--- config.mk ---
export PLATFORM = sky130hd
export DESIGN_NAME = controlUnitTop
export DESIGN_NICKNAME = d
export VERILOG_FILES = /design/src/rtl/cuIsaPkg.sv /design/src/rtl/cuCtrlPkg.sv /design/src/rtl/instrDecoder.sv /design/src/rtl/accessTimer.sv /design/src/rtl/phaseSequencer.sv /design/src/rtl/controlWordGen.sv /design/src/rtl/controlUnitTop.sv
export VERILOG_INCLUDE_DIRS = /design/src /design/src/rtl
export SDC_FILE = /design/constraint.sdc
export NUM_CORES = 1
export LEC_CHECK = 0
export ABC_AREA = 1
export BUFFER_PORTS_ARGS = -buffer_cell sky130_fd_sc_hd__clkbuf_2
export CAP_MARGIN = 20
export CORE_ASPECT_RATIO = 0.9
export CORE_MARGIN = 3
export CORE_UTILIZATION = 45
export CTS_CLUSTER_DIAMETER = 100
export DETAILED_ROUTE_END_ITERATION = 8
export PLACE_DENSITY = 0.73
export SLEW_MARGIN = 20
export SYNTH_ARGS = -nofsm -noshare
export SYNTH_HDL_FRONTEND = slang
export SYNTH_HIERARCHICAL = 1
export SYNTH_SLANG_ARGS = --single-unit
--- constraint.sdc ---
create_clock -name clk -period 3.4 [get_ports clk]
set_input_delay 0.68 -clock clk [delete_from_list [all_inputs] [get_ports clk]]
set_output_delay 0.68 -clock clk [all_outputs]
set_load 0.05 [all_outputs]
--- src/rtl/cu_defs.svh ---
`ifndef CU_DEFS_SVH
`define CU_DEFS_SVH

// instruction field widths
`define CU_OPCODE_W    6
`define CU_FUNCT_W     6
`define CU_REG_IDX_W   5
`define CU_INSTR_W     32

// width of the ALU operation select
`define CU_ALU_CTRL_W  4

// wait cycles before memory read data is valid
`define CU_MEM_LATENCY 2
// must hold CU_MEM_LATENCY - 1
`define CU_TIMER_W     3

`endif

--- src/rtl/cuIsaPkg.sv ---
`default_nettype none
`include "cu_defs.svh"

package cuIsaPkg;

    // one fetched word, read as R-type or as I-type
    typedef union packed
    {
        struct packed
        {
            logic [`CU_OPCODE_W-1:0]  opcode;
            logic [`CU_REG_IDX_W-1:0] rs;
            logic [`CU_REG_IDX_W-1:0] rt;
            logic [`CU_REG_IDX_W-1:0] rd;
            // shift amount, unused by the kept instructions
            logic [`CU_REG_IDX_W-1:0] shamt;
            logic [`CU_FUNCT_W-1:0]   funct;
        } rType;
        struct packed
        {
            logic [`CU_OPCODE_W-1:0]  opcode;
            logic [`CU_REG_IDX_W-1:0] rs;
            logic [`CU_REG_IDX_W-1:0] rt;
            // offset for lw / sw
            logic [`CU_INSTR_W-`CU_OPCODE_W-2*`CU_REG_IDX_W-1:0] immediate;
        } iType;
    } instr_u;

    // primary opcodes that are decoded
    typedef enum logic [`CU_OPCODE_W-1:0]
    {
        opRType = 6'h00,
        opLw    = 6'h23,
        opSw    = 6'h2B
    } opcode_e;

    // funct codes under the R-type opcode
    typedef enum logic [`CU_FUNCT_W-1:0]
    {
        functAdd = 6'h20,
        functSub = 6'h22,
        functAnd = 6'h24,
        functOr  = 6'h25,
        functSlt = 6'h2A
    } funct_e;

    // ALU operation codes as seen by the datapath
    typedef enum logic [`CU_ALU_CTRL_W-1:0]
    {
        aluAnd = 4'd0,
        aluOr  = 4'd1,
        aluAdd = 4'd2,
        aluSub = 4'd6,
        aluSlt = 4'd7
    } aluOp_e;

    typedef enum logic [1:0]
    {
        classRType,
        classLoad,
        classStore,
        classIllegal
    } instrClass_e;

    // latched result of decoding one word
    typedef struct packed
    {
        instrClass_e              instrClass;
        aluOp_e                   aluOp;
        logic [`CU_REG_IDX_W-1:0] destReg;
    } decoded_t;

endpackage

`default_nettype wire

--- src/rtl/cuCtrlPkg.sv ---
`default_nettype none
`include "cu_defs.svh"

package cuCtrlPkg;

    // one state per machine phase
    typedef enum logic [3:0]
    {
        phaseIdle,
        // waits on instruction memory
        phaseFetchWait,
        phaseFetch,
        // decode and dispatch in one step
        phaseDecode,
        phaseExecute,
        phaseWriteBack,
        // effective address for lw and sw
        phaseAddress,
        phaseStore,
        // waits on data memory
        phaseLoadWait,
        phaseLoad,
        phaseLoadBack
    } phase_e;

    // second ALU operand select
    typedef enum logic [1:0]
    {
        srcBRegB      = 2'd0,
        srcBFour      = 2'd1,
        srcBImmediate = 2'd2
    } srcB_e;

    // strobes and selects toward the datapath
    typedef struct packed
    {
        logic                      pcEn;
        // address mux, 0 pc, 1 alu out
        logic                      iorD;
        // 0 rom, 1 ram
        logic                      memSelect;
        logic                      memWrite;
        logic                      irWrite;
        // read data register enable
        logic                      dataWrite;
        // write data mux, 0 alu out, 1 read data
        logic                      memToReg;
        logic                      regWrite;
        // RD1 / RD2 holding registers
        logic                      rdxEn;
        // 0 pc, 1 register A
        logic                      aluSrcA;
        srcB_e                     aluSrcB;
        logic [`CU_ALU_CTRL_W-1:0] aluCtrl;
        logic                      aluOutEn;
    } ctrlWord_t;

endpackage

`default_nettype wire

--- src/rtl/instrDecoder.sv ---
`timescale 1ns/10ps
`default_nettype none
`include "cu_defs.svh"

module instrDecoder
(
    input  wire                 clk,
    input  wire                 reset,
    input  wire cuIsaPkg::instr_u instr,
    input  wire                 irWrite,
    output cuIsaPkg::decoded_t  decoded
);

    // decode of the word currently on the bus
    cuIsaPkg::decoded_t decodeNext;

    always_comb
    begin
        // anything unrecognised falls to illegal
        decodeNext.instrClass = cuIsaPkg::classIllegal;
        decodeNext.aluOp      = cuIsaPkg::aluAdd;
        decodeNext.destReg    = '0;

        // opcode sits in the same bits in both views
        case (instr.iType.opcode)
            cuIsaPkg::opRType:
            begin
                decodeNext.instrClass = cuIsaPkg::classRType;
                // R-type writes rd
                decodeNext.destReg    = instr.rType.rd;
                case (instr.rType.funct)
                    cuIsaPkg::functAdd:
                        decodeNext.aluOp = cuIsaPkg::aluAdd;
                    cuIsaPkg::functSub:
                        decodeNext.aluOp = cuIsaPkg::aluSub;
                    cuIsaPkg::functAnd:
                        decodeNext.aluOp = cuIsaPkg::aluAnd;
                    cuIsaPkg::functOr:
                        decodeNext.aluOp = cuIsaPkg::aluOr;
                    cuIsaPkg::functSlt:
                        decodeNext.aluOp = cuIsaPkg::aluSlt;
                    // bad funct under a valid opcode
                    default:
                        decodeNext.instrClass = cuIsaPkg::classIllegal;
                endcase
            end
            cuIsaPkg::opLw:
            begin
                decodeNext.instrClass = cuIsaPkg::classLoad;
                // load target is rt
                decodeNext.destReg    = instr.iType.rt;
            end
            cuIsaPkg::opSw:
            begin
                // sw writes no register
                decodeNext.instrClass = cuIsaPkg::classStore;
            end
            default:
            begin
                decodeNext.instrClass = cuIsaPkg::classIllegal;
            end
        endcase
    end

    // latch on the clock that ends fetch
    always_ff @(posedge clk or negedge reset)
    begin
        if (!reset)
        begin
            decoded <= '0;
        end
        else if (irWrite)
        begin
            decoded <= decodeNext;
        end
    end

endmodule

`default_nettype wire

--- src/rtl/accessTimer.sv ---
`timescale 1ns/10ps
`default_nettype none
`include "cu_defs.svh"

module accessTimer
(
    input  wire  clk,
    input  wire  reset,
    input  wire  timerStart,
    output logic timerDone
);

    logic [`CU_TIMER_W-1:0] count;
    // set while a wait is being measured
    logic                   active;

    always_ff @(posedge clk or negedge reset)
    begin
        if (!reset)
        begin
            count  <= '0;
            active <= 1'b0;
        end
        else if (timerStart)
        begin
            // first wait cycle already counts
            count  <= `CU_TIMER_W'(`CU_MEM_LATENCY - 1);
            active <= 1'b1;
        end
        else if (active)
        begin
            if (count == '0)
            begin
                active <= 1'b0;
            end
            else
            begin
                count <= count - 1'b1;
            end
        end
    end

    // high in the last wait cycle
    assign timerDone = active && (count == '0);

endmodule

`default_nettype wire

--- src/rtl/phaseSequencer.sv ---
`timescale 1ns/10ps
`default_nettype none
`include "cu_defs.svh"

module phaseSequencer
(
    input  wire                       clk,
    input  wire                       reset,
    input  wire                       run,
    input  wire                       timerDone,
    input  wire cuIsaPkg::instrClass_e instrClass,
    output cuCtrlPkg::phase_e         phase,
    output cuCtrlPkg::phase_e         nextPhase,
    output logic                      timerStart
);

    always_comb
    begin
        nextPhase = phase;
        case (phase)
            cuCtrlPkg::phaseIdle:
            begin
                // run only looked at here
                if (run)
                begin
                    nextPhase = cuCtrlPkg::phaseFetchWait;
                end
            end
            cuCtrlPkg::phaseFetchWait:
            begin
                if (timerDone)
                begin
                    nextPhase = cuCtrlPkg::phaseFetch;
                end
            end
            cuCtrlPkg::phaseFetch:
                nextPhase = cuCtrlPkg::phaseDecode;
            cuCtrlPkg::phaseDecode:
            begin
                // class is valid here, latched at end of fetch
                case (instrClass)
                    cuIsaPkg::classRType:
                        nextPhase = cuCtrlPkg::phaseExecute;
                    cuIsaPkg::classLoad,
                    cuIsaPkg::classStore:
                        nextPhase = cuCtrlPkg::phaseAddress;
                    // illegal word, just fetch the next one
                    default:
                        nextPhase = cuCtrlPkg::phaseFetchWait;
                endcase
            end
            cuCtrlPkg::phaseExecute:
                nextPhase = cuCtrlPkg::phaseWriteBack;
            cuCtrlPkg::phaseWriteBack:
                nextPhase = cuCtrlPkg::phaseFetchWait;
            cuCtrlPkg::phaseAddress:
            begin
                // only lw and sw reach address
                if (instrClass == cuIsaPkg::classLoad)
                begin
                    nextPhase = cuCtrlPkg::phaseLoadWait;
                end
                else
                begin
                    nextPhase = cuCtrlPkg::phaseStore;
                end
            end
            cuCtrlPkg::phaseStore:
                nextPhase = cuCtrlPkg::phaseFetchWait;
            cuCtrlPkg::phaseLoadWait:
            begin
                if (timerDone)
                begin
                    nextPhase = cuCtrlPkg::phaseLoad;
                end
            end
            cuCtrlPkg::phaseLoad:
                nextPhase = cuCtrlPkg::phaseLoadBack;
            cuCtrlPkg::phaseLoadBack:
                nextPhase = cuCtrlPkg::phaseFetchWait;
            default:
                nextPhase = cuCtrlPkg::phaseIdle;
        endcase
    end

    // start the wait count on entry to either wait phase
    assign timerStart = (nextPhase != phase) &&
                        ((nextPhase == cuCtrlPkg::phaseFetchWait) ||
                         (nextPhase == cuCtrlPkg::phaseLoadWait));

    always_ff @(posedge clk or negedge reset)
    begin
        if (!reset)
        begin
            phase <= cuCtrlPkg::phaseIdle;
        end
        else
        begin
            phase <= nextPhase;
        end
    end

endmodule

`default_nettype wire

--- src/rtl/controlWordGen.sv ---
`timescale 1ns/10ps
`default_nettype none
`include "cu_defs.svh"

module controlWordGen
(
    input  wire                    clk,
    input  wire                    reset,
    input  wire cuCtrlPkg::phase_e nextPhase,
    input  wire cuIsaPkg::aluOp_e  aluOp,
    output cuCtrlPkg::ctrlWord_t   ctrl
);

    // word for the phase about to start
    cuCtrlPkg::ctrlWord_t nextWord;

    always_comb
    begin
        // every bit not named below stays low
        nextWord = '0;
        case (nextPhase)
            cuCtrlPkg::phaseFetch:
            begin
                // pc + 4 and instruction latch
                nextWord.pcEn    = 1'b1;
                nextWord.irWrite = 1'b1;
                nextWord.aluSrcB = cuCtrlPkg::srcBFour;
                nextWord.aluCtrl = cuIsaPkg::aluAdd;
            end
            cuCtrlPkg::phaseDecode:
            begin
                // register file read into A / B
                nextWord.rdxEn   = 1'b1;
                nextWord.aluSrcA = 1'b1;
            end
            cuCtrlPkg::phaseExecute:
            begin
                nextWord.aluSrcA  = 1'b1;
                nextWord.aluSrcB  = cuCtrlPkg::srcBRegB;
                // decoded op, valid since decode
                nextWord.aluCtrl  = aluOp;
                nextWord.aluOutEn = 1'b1;
            end
            cuCtrlPkg::phaseWriteBack:
            begin
                nextWord.regWrite = 1'b1;
            end
            cuCtrlPkg::phaseAddress:
            begin
                // base + offset
                nextWord.rdxEn    = 1'b1;
                nextWord.aluSrcA  = 1'b1;
                nextWord.aluSrcB  = cuCtrlPkg::srcBImmediate;
                nextWord.aluCtrl  = cuIsaPkg::aluAdd;
                nextWord.aluOutEn = 1'b1;
            end
            cuCtrlPkg::phaseStore:
            begin
                nextWord.iorD      = 1'b1;
                nextWord.memSelect = 1'b1;
                nextWord.memWrite  = 1'b1;
            end
            cuCtrlPkg::phaseLoadWait:
            begin
                // hold the ram address while waiting
                nextWord.iorD      = 1'b1;
                nextWord.memSelect = 1'b1;
            end
            cuCtrlPkg::phaseLoad:
            begin
                nextWord.iorD      = 1'b1;
                nextWord.memSelect = 1'b1;
                nextWord.dataWrite = 1'b1;
            end
            cuCtrlPkg::phaseLoadBack:
            begin
                nextWord.memToReg = 1'b1;
                nextWord.regWrite = 1'b1;
            end
            default:
            begin
                nextWord = '0;
            end
        endcase
    end

    // registered on the same edge as the phase register
    always_ff @(posedge clk or negedge reset)
    begin
        if (!reset)
        begin
            ctrl <= '0;
        end
        else
        begin
            ctrl <= nextWord;
        end
    end

endmodule

`default_nettype wire

--- src/rtl/controlUnitTop.sv ---
`timescale 1ns/10ps
`default_nettype none
`include "cu_defs.svh"

module controlUnitTop
(
    input  wire                       clk,
    input  wire                       reset,
    input  wire                       run,
    input  wire cuIsaPkg::instr_u     instr,
    output cuCtrlPkg::ctrlWord_t      ctrl,
    output logic [`CU_REG_IDX_W-1:0]  destReg,
    output cuCtrlPkg::phase_e         phase
);

    cuIsaPkg::decoded_t decoded;
    // phase one clock ahead, feeds the control word register
    cuCtrlPkg::phase_e  nextPhase;
    logic               timerStart;
    logic               timerDone;

    instrDecoder decoder
    (
        .clk     (clk),
        .reset   (reset),
        .instr   (instr),
        // latch strobe comes back from the control word
        .irWrite (ctrl.irWrite),
        .decoded (decoded)
    );

    accessTimer timer
    (
        .clk        (clk),
        .reset      (reset),
        .timerStart (timerStart),
        .timerDone  (timerDone)
    );

    phaseSequencer sequencer
    (
        .clk        (clk),
        .reset      (reset),
        .run        (run),
        .timerDone  (timerDone),
        .instrClass (decoded.instrClass),
        .phase      (phase),
        .nextPhase  (nextPhase),
        .timerStart (timerStart)
    );

    controlWordGen wordGen
    (
        .clk       (clk),
        .reset     (reset),
        .nextPhase (nextPhase),
        .aluOp     (decoded.aluOp),
        .ctrl      (ctrl)
    );

    // register file write address
    assign destReg = decoded.destReg;

endmodule

`default_nettype wire

==> run metrics <==
reg2reg end=timer/count[1]$_DFFE_PN0P_; crit-path max FO=6; YS warnings=6; Fin Hold WS=0.471 ns; DR vias=1520; top-area cell type share of the netlist area=47.8%; Critical Path Source=timer/count[0]$_DFFE_PN0P_; setup violators final=0; Layout Skew=around 0.0025 ns; worst skew pair latency=roughly 0.28 ns; ANT cells=0; Syn Nets=266; post-synthesis sequential area ratio=47.8%; Worst EP required=3.57 ns; DRC Markers=0; Max Slew Vio Count=0; Final nets=319; fin crit share=57.2%; Initial DRC Count=about 90; commonest non-fill, non-tap cell in the layout=nand2_1; Mapped Area=1730 sq um; Syn Inst Count=227; CTS tree=built; Filler Cell Count=331; HP Class=input port to asynchronous set/reset pin; Syn Area/Cell=approximately 7.6 sq um; DR pass1 iterations=4; htree depth=2; Rows=20; Starting Density=about 50%; TritonCTS Buffers=5; CTS Sinks=33; layout cells sized above 1=26.5%; CTS Buffer Depth=2; vias per cell=4.71; Startpoint Class=flip-flop; actual slew at the worst max-slew pin=0.771 ns; Die Y-Extent=approximately 65 microns; hold buffer count at cts=0; total gr overflow=0; status=completed; largest net degree at the start of global routing=34; Clk pin slew, worst setup/hold paths=0.06 ns; Static Leakage=1.22 nW; Syn-to-layout area delta=20.4%; Port Buffer Count=50; PwrDens=around 750 nW/um^2; Yosys top cell by area=dfrtp_1; initial antenna violation count=0; Post-CTS Setup Inserts=0; Slew HR=between 40 and 50%; Worst R2R Start=timer/count[0]$_DFFE_PN0P_; Critical Path AT=between 2 and 2.5 ns; most frequent cells in the layout=nand2_1 (62), clkbuf_2 (50), inv_1 (39), dfrtp_1 (33), nor2_1 (30); RSZ-0062 raised after global routing=no; top cells by area, synth=dfrtp_1 (48%), nand2_1 (13%), inv_1 (8.5%); wire per inst=10.3 microns; Core ar.=3530 sq um; Hold Vio Cnt, Final=0; WS Path Type=flip-flop to flip-flop; Total GRT Usage=16.3%; R2R setup slack=between 1 and 1.5 ns; DIE AREA=about 4600 sq um; worst vdd ir=0.367 mV; first-pass GRT wire length=slightly below 6 mm; synth unique cells=21; Final ANT Viol Nets=0; maxcap violations=0; Total Wirelength=3.32 mm; Detail Placement HPWL=2.56 mm; reg2reg path depth=15; vias in the first global route=between 1000 and 1500; min Tclk post-route=1.95 ns; flops & latches, synth=33; nature of the critical path endpoint=flip-flop; TNS Setup=0 ns; IO Pins=61; Max Clk Rate=514 MHz; CTS root buf=clkbuf_8; Horiz. Die Dim=71.3 microns; Post-CTS Resized=0; overall power=1.57 mW; GP Congestion=0.880
-- cell usage after synthesis --
cell type	count
nand2_1	62
nor3_1	1
nor2_2	7
ha_1	4
a21oi_1	2
o211ai_1	5
inv_2	2
nor2_1	30
nand3_1	20
o21ai_0	3
dfrtp_1	33
nor2_4	3
inv_1	39
clkbuf_1	1
conb_1	1
nand4_1	4
buf_4	3
nand2_2	3
nand3_2	2
a21oi_2	1
o21ai_1	1
-- cell families after synthesis --
group | count (synthesis) | share of synthesized area, %
AND/OR/NAND/NOR | 132 | 34.3
buffers and inverters | 45 | 10.4
flip-flops | 33 | 47.8
adder cells (fa/ha/maj) | 4 | 2.90
AO/OA/AOI/OAI | 12 | 4.42
other | 1 | 0.217
-- state kept, by name, indices dropped and copies added, names as in the netlist --
name,flops
timer/active,1
timer/count,3
decoder/decoded,10
wordGen/ctrl,15
sequencer/phase,4
-- per-layer routing --
| layer | GRT usage, % | vias to the layer above | share of wire [%] |
|---|---|---|---|
| met4 | 6.34 | 0 | 1.6 |
| met1 | 21.7 | 676 | 48 |
| li1 | - | 797 | - |
| met5 | 0 | - | 0 |
| met3 | 5.58 | 6 | 8.1 |
| met2 | 24.3 | 41 | 43 |
-- layout make-up --
| class | instances | area (sq um) | share of cell area [%] |
|---|---|---|---|
| inverter | 41 | 154 | 7.40 |
| clock buffer | 5 | 68.8 | 3.31 |
| timing repair buffer | 50 | 250 | 12.0 |
| tap | 44 | 55.1 | 2.65 |
| multi-input combinational | 149 | 722 | 34.7 |
| clock inverter | 1 | 5.00 | 0.241 |
| sequential | 33 | 826 | 39.7 |
-- through the flow --
stage	instance area (sq um)	setup WS, ns	util, %	std cells
3_5_place_dp	2010	1.48	56.9	317
2_1_floorplan	1730	1.58	-	227
4_1_cts	2080	1.46	59.0	323
5_1_grt	2080	1.13	59.0	323
6_report	2080	1.45	59.0	323
3_3_place_gp	2010	1.51	56.9	317
-- worst max-delay path: stages, from the launching register on --
cell and delay, ns:
dfrtp_1 0.34, inv_1 0.06, ha_1 0.19, ha_1 0.20
nand2_1 0.06, inv_1 0.05, inv_1 0.06, nand3_1 0.07
nand2_1 0.08, nor2_1 0.05, nand2_2 0.11, nand2_1 0.08
a21oi_2 0.18, inv_1 0.13, nand3_1 0.10, nand2_1 0.05
-- power breakdown --
group          leakage (nW)  switching, mW  internal, mW
registers             0.436         0.0770         0.483
clock network        0.0399          0.124         0.134
logic                 0.747          0.545         0.204
total                  1.22          0.746         0.822
-- worst max path at each step --
stage / to / cells past startpoint
after detailed placement: timer/count[2]$_DFFE_PN0P_ / 15
final: timer/count[1]$_DFFE_PN0P_ / 15
after global routing: timer/count[2]$_DFFE_PN0P_ / 16
after floorplan: timer/count[2]$_DFFE_PN0P_ / 9
after global placement: timer/count[1]$_DFFE_PN0P_ / 15
after CTS: timer/count[2]$_DFFE_PN0P_ / 16
(Power assumes the default switching activity.)
